File: config.mk
export PLATFORM = sky130hd
export DESIGN_NAME = exec_cluster_top
export DESIGN_NICKNAME = d
export VERILOG_FILES = /design/src/hw/exec_pkg.sv /design/src/hw/alu_unit.sv /design/src/hw/exec_cluster_top.sv /design/src/hw/mult_unit.sv /design/src/hw/result_arbiter.sv /design/src/hw/spill_cell_flush.sv
export SDC_FILE = /design/constraint.sdc
export NUM_CORES = 2
export LEC_CHECK = 0
export ABC_AREA = 1
export BUFFER_PORTS_ARGS = -buffer_cell sky130_fd_sc_hd__clkbuf_2
export CORE_UTILIZATION = 40
export CTS_CLUSTER_SIZE = 40
export DETAILED_ROUTE_END_ITERATION = 16
export PLACE_DENSITY = 0.64
export REMOVE_ABC_BUFFERS = 1
export SLEW_MARGIN = 15
export SYNTH_ARGS = -nofsm -noshare
export SYNTH_HDL_FRONTEND = slang
export SYNTH_SLANG_ARGS = --single-unit
File: constraint.sdc
create_clock -name clk_i -period 7.6 [get_ports clk_i]
set_clock_uncertainty 0.05 [all_clocks]
set_input_delay 1.14 -clock clk_i [delete_from_list [all_inputs] [get_ports clk_i]]
set_output_delay 1.14 -clock clk_i [all_outputs]
set_load 0.02 [all_outputs]
File: src/hw/exec_pkg.sv
// ----------------------------------------
// Shared definitions of the integer execution cluster
// Word width, ROB index, operation codes and the CDB result record
// Imported by the units, the arbiter and the top level
// ----------------------------------------

package exec_pkg;

  // Datapath width
  localparam int unsigned XLEN = 32;

  // Reorder buffer index
  localparam int unsigned ROB_IDX_LEN = 4;
  typedef logic [ROB_IDX_LEN-1:0] rob_idx_t;

  // Exception codes
  typedef logic [3:0] except_code_t;
  localparam except_code_t E_ILLEGAL_INSTRUCTION = 4'd2;

  // Width of the unit control code
  localparam int unsigned EU_CTL_LEN = 4;

  // ALU control codes
  localparam logic [EU_CTL_LEN-1:0] ALU_ADD  = 4'd0;
  localparam logic [EU_CTL_LEN-1:0] ALU_SUB  = 4'd1;
  localparam logic [EU_CTL_LEN-1:0] ALU_AND  = 4'd2;
  localparam logic [EU_CTL_LEN-1:0] ALU_OR   = 4'd3;
  localparam logic [EU_CTL_LEN-1:0] ALU_XOR  = 4'd4;
  localparam logic [EU_CTL_LEN-1:0] ALU_SLL  = 4'd5;
  localparam logic [EU_CTL_LEN-1:0] ALU_SRL  = 4'd6;
  localparam logic [EU_CTL_LEN-1:0] ALU_SRA  = 4'd7;
  localparam logic [EU_CTL_LEN-1:0] ALU_SLT  = 4'd8;
  localparam logic [EU_CTL_LEN-1:0] ALU_SLTU = 4'd9;

  // Multiplier control codes
  localparam logic [EU_CTL_LEN-1:0] MULT_MUL    = 4'd0;
  localparam logic [EU_CTL_LEN-1:0] MULT_MULH   = 4'd1;
  localparam logic [EU_CTL_LEN-1:0] MULT_MULHU  = 4'd2;
  localparam logic [EU_CTL_LEN-1:0] MULT_MULHSU = 4'd3;

  // Multiplier stages, stage 0 included
  localparam int unsigned MULT_DEPTH = 3;

  // Result record carried on the common data bus
  typedef struct packed {
    logic [XLEN-1:0] result;
    rob_idx_t        rob_idx;
    logic            except_raised;
    except_code_t    except_code;
  } cdb_data_t;

endpackage

File: src/hw/alu_unit.sv
// ----------------------------------------
// Single-cycle integer ALU execution unit
// Result registered in a spill cell, one cycle issue to output
// Unknown codes flag an illegal-instruction exception
// ----------------------------------------

module alu_unit (
  input  logic                             clk_i,
  input  logic                             rst_ni,
  input  logic                             flush_i,
  // Issue port
  input  logic                             valid_i,
  output logic                             ready_o,
  input  logic [exec_pkg::EU_CTL_LEN-1:0]  ctl_i,
  input  exec_pkg::rob_idx_t               rob_idx_i,
  input  logic [exec_pkg::XLEN-1:0]        rs1_i,
  input  logic [exec_pkg::XLEN-1:0]        rs2_i,
  // Result port towards the arbiter
  output logic                             valid_o,
  input  logic                             ready_i,
  output exec_pkg::cdb_data_t              data_o
);

  import exec_pkg::*;

  logic [XLEN-1:0] res;
  logic            illegal;
  logic [4:0]      shamt;
  cdb_data_t       res_data;

  // Only the low 5 bits count for RV32 shifts
  assign shamt = rs2_i[4:0];

  // ---------------------------------------
  // Operation decode
  // ---------------------------------------
  always_comb begin
    res     = '0;
    illegal = 1'b0;
    case (ctl_i)
      ALU_ADD:  res = rs1_i + rs2_i;
      ALU_SUB:  res = rs1_i - rs2_i;
      ALU_AND:  res = rs1_i & rs2_i;
      ALU_OR:   res = rs1_i | rs2_i;
      ALU_XOR:  res = rs1_i ^ rs2_i;
      ALU_SLL:  res = rs1_i << shamt;
      ALU_SRL:  res = rs1_i >> shamt;
      // Arithmetic shift keeps the sign bit
      ALU_SRA:  res = $unsigned($signed(rs1_i) >>> shamt);
      // Compare results are 0 or 1
      ALU_SLT:  res = {{(XLEN-1){1'b0}}, $signed(rs1_i) < $signed(rs2_i)};
      ALU_SLTU: res = {{(XLEN-1){1'b0}}, rs1_i < rs2_i};
      default: begin
        // Result stays zero
        illegal = 1'b1;
      end
    endcase
  end

  // Pack the result record
  assign res_data.result        = res;
  assign res_data.rob_idx       = rob_idx_i;
  assign res_data.except_raised = illegal;
  assign res_data.except_code   = E_ILLEGAL_INSTRUCTION;

  // Output register, its ready is the issue ready
  spill_cell_flush #(
    .DATA_T(cdb_data_t)
  ) u_out_reg (
    .clk_i  (clk_i),
    .rst_ni (rst_ni),
    .flush_i(flush_i),
    .valid_i(valid_i),
    .ready_o(ready_o),
    .data_i (res_data),
    .valid_o(valid_o),
    .ready_i(ready_i),
    .data_o (data_o)
  );

endmodule

File: src/hw/exec_cluster_top.sv
// ----------------------------------------
// Integer execution cluster top level
// ALU and multiplier units merged onto one CDB by the arbiter
// ----------------------------------------

module exec_cluster_top (
  input  logic                             clk_i,
  input  logic                             rst_ni,
  input  logic                             flush_i,
  // ALU issue port
  input  logic                             alu_valid_i,
  output logic                             alu_ready_o,
  input  logic [exec_pkg::EU_CTL_LEN-1:0]  alu_ctl_i,
  input  exec_pkg::rob_idx_t               alu_rob_idx_i,
  input  logic [exec_pkg::XLEN-1:0]        alu_rs1_i,
  input  logic [exec_pkg::XLEN-1:0]        alu_rs2_i,
  // Multiplier issue port
  input  logic                             mult_valid_i,
  output logic                             mult_ready_o,
  input  logic [exec_pkg::EU_CTL_LEN-1:0]  mult_ctl_i,
  input  exec_pkg::rob_idx_t               mult_rob_idx_i,
  input  logic [exec_pkg::XLEN-1:0]        mult_rs1_i,
  input  logic [exec_pkg::XLEN-1:0]        mult_rs2_i,
  // Common data bus
  output logic                             cdb_valid_o,
  input  logic                             cdb_ready_i,
  output logic [exec_pkg::XLEN-1:0]        cdb_result_o,
  output exec_pkg::rob_idx_t               cdb_rob_idx_o,
  output logic                             cdb_except_raised_o,
  output exec_pkg::except_code_t           cdb_except_code_o
);

  import exec_pkg::*;

  // Unit to arbiter links
  logic      alu_out_valid, alu_out_ready;
  logic      mult_out_valid, mult_out_ready;
  cdb_data_t alu_out_data, mult_out_data;

  alu_unit u_alu (
    .clk_i(clk_i), .rst_ni(rst_ni), .flush_i(flush_i),
    .valid_i(alu_valid_i), .ready_o(alu_ready_o), .ctl_i(alu_ctl_i),
    .rob_idx_i(alu_rob_idx_i), .rs1_i(alu_rs1_i), .rs2_i(alu_rs2_i),
    .valid_o(alu_out_valid), .ready_i(alu_out_ready), .data_o(alu_out_data)
  );

  mult_unit u_mult (
    .clk_i(clk_i), .rst_ni(rst_ni), .flush_i(flush_i),
    .valid_i(mult_valid_i), .ready_o(mult_ready_o), .ctl_i(mult_ctl_i),
    .rob_idx_i(mult_rob_idx_i), .rs1_i(mult_rs1_i), .rs2_i(mult_rs2_i),
    .valid_o(mult_out_valid), .ready_i(mult_out_ready), .data_o(mult_out_data)
  );

  result_arbiter u_arb (
    .clk_i(clk_i), .rst_ni(rst_ni), .flush_i(flush_i),
    .alu_valid_i(alu_out_valid), .alu_ready_o(alu_out_ready),
    .alu_data_i(alu_out_data),
    .mult_valid_i(mult_out_valid), .mult_ready_o(mult_out_ready),
    .mult_data_i(mult_out_data),
    .cdb_valid_o(cdb_valid_o), .cdb_ready_i(cdb_ready_i),
    .cdb_result_o(cdb_result_o), .cdb_rob_idx_o(cdb_rob_idx_o),
    .cdb_except_raised_o(cdb_except_raised_o),
    .cdb_except_code_o(cdb_except_code_o)
  );

endmodule

File: src/hw/mult_unit.sv
// ----------------------------------------
// Pipelined integer multiplier execution unit
// MUL, MULH, MULHU, MULHSU over MULT_DEPTH stages plus spill cell
// MULH-type ops cache operands and low product for a following MUL
// ----------------------------------------

module mult_unit (
  input  logic                             clk_i,
  input  logic                             rst_ni,
  input  logic                             flush_i,
  // Issue port
  input  logic                             valid_i,
  output logic                             ready_o,
  input  logic [exec_pkg::EU_CTL_LEN-1:0]  ctl_i,
  input  exec_pkg::rob_idx_t               rob_idx_i,
  input  logic [exec_pkg::XLEN-1:0]        rs1_i,
  input  logic [exec_pkg::XLEN-1:0]        rs2_i,
  // Result port towards the arbiter
  output logic                             valid_o,
  input  logic                             ready_i,
  output exec_pkg::cdb_data_t              data_o
);

  import exec_pkg::*;

  localparam int unsigned LAST = MULT_DEPTH - 1;

  // Stage 0 decode and product
  logic                   sign_a, sign_b, is_mulh, illegal;
  logic [XLEN:0]          op_a, op_b;
  logic signed [2*XLEN+1:0] prod_full;
  logic [2*XLEN-1:0]      prod;
  logic                   cache_hit, cache_load;
  cdb_data_t              s0_data;

  // Operand cache
  logic                   cache_vld_q;
  logic [XLEN-1:0]        cache_rs1_q, cache_rs2_q, cache_low_q;

  // Registered stages 1 to LAST
  logic [LAST:1]          stg_valid_q;
  cdb_data_t              stg_data_q [LAST:1];
  logic                   advance, cell_ready;

  // ---------------------------------------
  // Stage 0
  // ---------------------------------------
  always_comb begin
    sign_a  = 1'b0;
    sign_b  = 1'b0;
    is_mulh = 1'b0;
    illegal = 1'b0;
    case (ctl_i)
      MULT_MUL: begin
        // Low half does not depend on signedness
      end
      MULT_MULH: begin
        sign_a  = 1'b1;
        sign_b  = 1'b1;
        is_mulh = 1'b1;
      end
      MULT_MULHU:  is_mulh = 1'b1;
      MULT_MULHSU: begin
        sign_a  = 1'b1;
        is_mulh = 1'b1;
      end
      default: illegal = 1'b1;
    endcase
  end

  // 33-bit operands whose top bit picks signed or unsigned
  assign op_a      = {sign_a & rs1_i[XLEN-1], rs1_i};
  assign op_b      = {sign_b & rs2_i[XLEN-1], rs2_i};
  assign prod_full = $signed(op_a) * $signed(op_b);
  assign prod      = prod_full[2*XLEN-1:0];

  // MUL on the exact cached operands reuses the stored low half
  assign cache_hit  = (ctl_i == MULT_MUL) && cache_vld_q &&
                      (rs1_i == cache_rs1_q) && (rs2_i == cache_rs2_q);
  assign cache_load = is_mulh & valid_i & advance & ~flush_i;

  assign s0_data.result        = illegal   ? '0 :
                                 is_mulh   ? prod[2*XLEN-1:XLEN] :
                                 cache_hit ? cache_low_q : prod[XLEN-1:0];
  assign s0_data.rob_idx       = rob_idx_i;
  assign s0_data.except_raised = illegal;
  assign s0_data.except_code   = E_ILLEGAL_INSTRUCTION;

  // Cache valid flag
  always_ff @(posedge clk_i or negedge rst_ni) begin
    if (!rst_ni) begin
      cache_vld_q <= 1'b0;
    end else if (cache_load) begin
      cache_vld_q <= 1'b1;
    end
  end

  always_ff @(posedge clk_i) begin
    if (cache_load) begin
      cache_rs1_q <= rs1_i;
      cache_rs2_q <= rs2_i;
      cache_low_q <= prod[XLEN-1:0];
    end
  end

  // ---------------------------------------
  // Stage registers and stall
  // ---------------------------------------
  // Move when the cell takes the last stage or the last stage is empty
  assign advance = cell_ready | ~stg_valid_q[LAST];
  assign ready_o = advance;

  always_ff @(posedge clk_i or negedge rst_ni) begin
    if (!rst_ni) begin
      stg_valid_q <= '0;
    end else if (flush_i) begin
      stg_valid_q <= '0;
    end else if (advance) begin
      stg_valid_q[1] <= valid_i;
      for (int i = 2; i <= LAST; i++) begin
        stg_valid_q[i] <= stg_valid_q[i-1];
      end
    end
  end

  always_ff @(posedge clk_i) begin
    if (advance) begin
      stg_data_q[1] <= s0_data;
      for (int i = 2; i <= LAST; i++) begin
        stg_data_q[i] <= stg_data_q[i-1];
      end
    end
  end

  spill_cell_flush #(
    .DATA_T(cdb_data_t)
  ) u_out_reg (
    .clk_i  (clk_i),
    .rst_ni (rst_ni),
    .flush_i(flush_i),
    .valid_i(stg_valid_q[LAST]),
    .ready_o(cell_ready),
    .data_i (stg_data_q[LAST]),
    .valid_o(valid_o),
    .ready_i(ready_i),
    .data_o (data_o)
  );

  // Stalled last stage keeps its item
  assert property (@(posedge clk_i) disable iff (!rst_ni)
    stg_valid_q[LAST] && !cell_ready && !flush_i |=>
      stg_valid_q[LAST] && $stable(stg_data_q[LAST]));

endmodule

File: src/hw/result_arbiter.sv
// ----------------------------------------
// Round-robin merge of ALU and multiplier results onto the CDB
// Purely combinational path, one priority flop
// ----------------------------------------

module result_arbiter (
  input  logic                        clk_i,
  input  logic                        rst_ni,
  input  logic                        flush_i,
  // ALU result stream
  input  logic                        alu_valid_i,
  output logic                        alu_ready_o,
  input  exec_pkg::cdb_data_t         alu_data_i,
  // Multiplier result stream
  input  logic                        mult_valid_i,
  output logic                        mult_ready_o,
  input  exec_pkg::cdb_data_t         mult_data_i,
  // Common data bus
  output logic                        cdb_valid_o,
  input  logic                        cdb_ready_i,
  output logic [exec_pkg::XLEN-1:0]   cdb_result_o,
  output exec_pkg::rob_idx_t          cdb_rob_idx_o,
  output logic                        cdb_except_raised_o,
  output exec_pkg::except_code_t      cdb_except_code_o
);

  import exec_pkg::*;

  logic      prio_mult_q;
  logic      alu_gnt, mult_gnt;
  logic      xfer;
  cdb_data_t sel_data;

  // ---------------------------------------
  // Grant
  // ---------------------------------------
  // Contention goes to whoever did not win last time
  assign alu_gnt  = alu_valid_i & (~mult_valid_i | ~prio_mult_q);
  assign mult_gnt = mult_valid_i & (~alu_valid_i | prio_mult_q);

  // Flush blocks any transfer this cycle
  assign cdb_valid_o  = (alu_valid_i | mult_valid_i) & ~flush_i;
  assign xfer         = cdb_valid_o & cdb_ready_i;
  assign alu_ready_o  = alu_gnt & cdb_ready_i & ~flush_i;
  assign mult_ready_o = mult_gnt & cdb_ready_i & ~flush_i;

  // Priority flag, set means the multiplier is favoured
  always_ff @(posedge clk_i or negedge rst_ni) begin
    if (!rst_ni) begin
      prio_mult_q <= 1'b0;
    end else if (flush_i) begin
      prio_mult_q <= 1'b0;
    end else if (xfer) begin
      prio_mult_q <= alu_gnt;
    end
  end

  // ---------------------------------------
  // Data mux and split
  // ---------------------------------------
  assign sel_data            = mult_gnt ? mult_data_i : alu_data_i;
  assign cdb_result_o        = sel_data.result;
  assign cdb_rob_idx_o       = sel_data.rob_idx;
  assign cdb_except_raised_o = sel_data.except_raised;
  assign cdb_except_code_o   = sel_data.except_code;

  // One unit released per cycle at most
  assert property (@(posedge clk_i) disable iff (!rst_ni)
    !(alu_ready_o && mult_ready_o));

endmodule

File: src/hw/spill_cell_flush.sv
// ----------------------------------------
// Two-entry valid/ready output register with flush
// Main plus spill entry, ready_o comes straight from a flop
// DATA_T selects the payload type
// ----------------------------------------

module spill_cell_flush #(
  parameter type DATA_T = logic [7:0]
) (
  input  logic  clk_i,
  input  logic  rst_ni,
  input  logic  flush_i,
  // Upstream side
  input  logic  valid_i,
  output logic  ready_o,
  input  DATA_T data_i,
  // Downstream side
  output logic  valid_o,
  input  logic  ready_i,
  output DATA_T data_o
);

  logic  main_valid_q, spill_valid_q;
  DATA_T main_data_q, spill_data_q;
  logic  in_hs;

  // Ready only depends on spill occupancy, so no path from ready_i
  assign ready_o = ~spill_valid_q;
  // Flush cycle accepts nothing
  assign in_hs   = valid_i & ready_o & ~flush_i;

  // ---------------------------------------
  // Occupancy and payload
  // ---------------------------------------
  always_ff @(posedge clk_i or negedge rst_ni) begin
    if (!rst_ni) begin
      main_valid_q  <= 1'b0;
      spill_valid_q <= 1'b0;
    end else if (flush_i) begin
      main_valid_q  <= 1'b0;
      spill_valid_q <= 1'b0;
    end else if (!main_valid_q || ready_i) begin
      // Main entry free or draining
      if (spill_valid_q) begin
        main_valid_q  <= 1'b1;
        spill_valid_q <= 1'b0;
      end else begin
        main_valid_q <= in_hs;
      end
    end else if (in_hs) begin
      // Main stalled, park the new item
      spill_valid_q <= 1'b1;
    end
  end

  // Payload flops, qualified by the same conditions
  always_ff @(posedge clk_i) begin
    if (!main_valid_q || ready_i) begin
      main_data_q <= spill_valid_q ? spill_data_q : data_i;
    end else if (in_hs) begin
      spill_data_q <= data_i;
    end
  end

  assign valid_o = main_valid_q;
  assign data_o  = main_data_q;

  // Stalled output holds its payload
  assert property (@(posedge clk_i) disable iff (!rst_ni)
    valid_o && !ready_i && !flush_i |=> $stable(data_o));

endmodule

==> impl_metrics.py <==
metrics = {
    "global_route": {
        "grt_max_degree": 97,
        "overflow": 0,
        "grt_pass1_vias": 60041,
        "grt_antenna_before_repair": 1,
        "grt_pass1_wl_um": 356000,
        "grt_usage_pct": 29.1,
    },
    "floorplanning": {
        "io_pins": 194,
        "core_area_um2": 158000,
        "row_count": 146,
        "die_h_um": 401,
        "fp.dieW_um": 401,
        "dieArea_um2": 161000,
        "start_util_pct": 40.3,
    },
    "synth": {
        "ys_seq_area_share_pct": 15.3,
        "async_reset_ff_share_pct": 2.45,
        "synth-seq-cells": 326,
        "ys.flop_type": "edfxtp_1",
        "synth.avg_cell_area_um2": 7.58,
        "synth_area_leaders": "fa_1, edfxtp_1, nand2_1, inv_1, ha_1",
        "synth_edf_count": 318,
        "syn_area_um2": 63800,
        "ys_types": 53,
        "synth.top_cell.area_share_pct": 35.3,
        "synth_top_area_cell": "fa_1",
        "yosysMostFrequentCell": "nand2_1",
        "synth_warnings": 0,
        "syn_inst": 8420,
        "synth_commonest_cells": "nand2_1, inv_1, fa_1",
    },
    "worst_setup_path": {
        "critPathBufInv": 12,
        "path_class": "input pin to register",
        "arrival_ns": 7.95,
        "cpPeakStageDelay_ns": 0.60,
        "cp.required_ns": 7.85,
        "reg2reg_depth": 11,
        "rrSetupSlack_ns": 4.85,
        "r2r-end": "u_mult.stg_data_q[1][16]",
        "crit_family": "adder cells",
        "worst_path_most_repeated_cell": "fa_1",
        "critPathSlowestCell": "fa_1",
        "r2r-start": "u_mult.cache_rs2_q[14]",
        "end_kind": "register",
        "startpoint_type": "input pin",
        "worstPathMaxFanout": 7,
    },
    "hold_path": {
        "hp-start": "u_mult.stg_data_q[1][8]",
        "holdPathStages": 0,
        "whs_endpoint": "u_mult.stg_data_q[2][8]",
        "min_path_type": "register to register",
    },
    "timing": {
        "finalCritPeriodShare_pct": 101,
        "drv_slew": 0,
        "maxSlewHeadroom_pct": 27.7,
        "period_needed_ns": 7.70,
        "finalSetupViolCount": 10,
        "finalWorstSetupSlack_ns": -0.103,
        "fmaxAchievable_ghz": 0.130,
        "hold_violations": 0,
        "worst_slew_pin_slew_ns": 1.08,
        "rsz0062_at_grt": "true",
        "hold_ws_ns": 0.364,
    },
    "place": {
        "hpwlAfterDp_um": 199000,
        "place_ws_ns": -1.34,
        "place_inst": 10994,
        "portBuffers": 189,
        "place.gp.congestion": 1.04,
    },
    "clock_network": {
        "cts_buffers": 38,
        "cts_root_buf": "clkbuf_16",
        "clkLatencyLatePin_ns": 0.58,
        "holdBufCountCts": 0,
        "cts_sinks": 326,
        "h-tree-depth": 2,
        "cts_tree": "yes",
        "clk_pin_slew_worst_paths_ns": 0.06,
        "clockBufferDepth": 3,
    },
    "route": {
        "vias": 57314,
        "drtIter0Drc": 4815,
        "drt-total-wl_um": 235000,
        "antenna_left": 0,
        "drtPass1Iterations": 8,
        "drcViolationCount": 0,
        "wire_per_inst_um": 21.2,
        "via_per_inst": 5.17,
    },
    "layout": {
        "fin_cells": 11090,
        "drive_gt1_share_pct": 16.0,
        "antennaDiodeCount": 0,
        "area_growth_pct": 18.3,
        "fin_nets": 10576,
    },
    "run_status": {
        "status": "finished, violations left",
        "violations": "setup timing",
    },
    "run": {
        "maxCapViolCount": 0,
    },
}
## worst register-to-register path, cell delays in order (launching register included)
cell	delay, ns
edfxtp_1	0.37
xnor2_1	0.31
nand4_1	0.19
nor2_1	0.20
nand2_1	0.09
nor2_2	0.10
buf_4	0.36
nand3_1	0.15
buf_4	0.28
nand2_1	0.11
nand3_1	0.09
a21oi_2	0.27
## layer usage
layer	GRT usage, %	routed length [um]
met5	0	17
met4	15.5	15600
met3	2.83	14900
met2	50.7	114000
met1	35.6	89800
## cells by family (layout without fill, tap and decap cells)
| logic type | count (synthesis) | in the layout | synth area share, % |
|---|---|---|---|
| fa+ha+maj | 1436 | 1436 | 41.4 |
| other cells | 2 | 4 | 0.0118 |
| compound gates | 583 | 583 | 5.11 |
| simple gates | 3532 | 3532 | 22.5 |
| flops | 326 | 326 | 15.3 |
| xor+xnor | 46 | 46 | 0.631 |
| mux | 6 | 6 | 0.0941 |
| buf+inv | 2489 | 3085 | 15.0 |
## flip-flops by register name, indices dropped and copies added, names as in the netlist, 2 cells and up
| name | cells |
|---|---|
| u_alu.u_out_reg.data_o | 37 |
| u_alu.u_out_reg.spill_data_q | 37 |
| u_mult.stg_data_q | 74 |
| u_mult.cache_low_q | 32 |
| u_mult.u_out_reg.data_o | 37 |
| u_mult.cache_rs2_q | 32 |
| u_mult.cache_rs1_q | 32 |
| u_mult.u_out_reg.spill_data_q | 37 |
| u_mult.stg_valid_q | 2 |
## through the flow
stage / setup TNS [ns] / utilization (%) / instance area, um2
global placement: -28.58 / 45.5 / 72000
global route: -4.34 / 47.7 / 75500
floorplan: -155.54 / - / 62100
detailed placement: -31.43 / 45.5 / 72000
finish: -0.407 / 47.7 / 75500
CTS: -0.337 / 46.8 / 74000
## placed cells by master, fill, tap and decap left out, drive strengths merged, types with 22 or more instances in the layout
cell | netlist | layout
nand2 | 2484 | 2484
inv | 2077 | 2076
fa | 1127 | 1127
buf | 148 | 751
nand3 | 413 | 413
nor2 | 413 | 413
edfxtp | 318 | 318
ha | 309 | 309
clkbuf | 258 | 232
o21ai | 228 | 228
a21oi | 215 | 215
nand4 | 125 | 125
or2 | 37 | 37
nor3 | 35 | 35
o211ai | 34 | 34
xor2 | 29 | 29
clkinv | 6 | 23
o21a | 22 | 22
## how the worst max path moves through the flow
stage | cells after the start | startpoint | slack [ns] | end
finish | 31 | mult_ctl_i[2] | -0.10 | u_mult.stg_data_q[1][35]
global route | 33 | mult_ctl_i[2] | -0.28 | u_mult.stg_data_q[1][34]
CTS | 32 | mult_ctl_i[2] | -0.05 | u_mult.stg_data_q[1][21]
detailed placement | 34 | mult_ctl_i[3] | -1.34 | u_mult.stg_data_q[1][21]
global placement | 34 | mult_ctl_i[3] | -1.26 | u_mult.stg_data_q[1][21]
floorplan | 29 | mult_ctl_i[3] | -1.48 | u_mult.stg_data_q[1][31]
## area by class of cell
class / count / area, um2
Fill cell: 15466 / 82900
Multi-Input combinational cell: 5607 / 46400
Sequential cell: 326 / 9750
Inverter: 2083 / 7850
Timing Repair Buffer: 934 / 7680
Tap cell: 2072 / 2590
Clock buffer: 49 / 1000
Clock inverter: 19 / 218
## timing repair
| item | 4_1_cts | 5_1_grt |
|---|---|---|
| setup buffers | 5 | 22 |
| setup endpoints to repair | 27 | 36 |
| gates resized for setup | 216 | 361 |
| pin swaps | 70 | 162 |
Power is not shown: default switching activity piles up to over one toggle a cycle in this logic, so the estimate is an artifact.
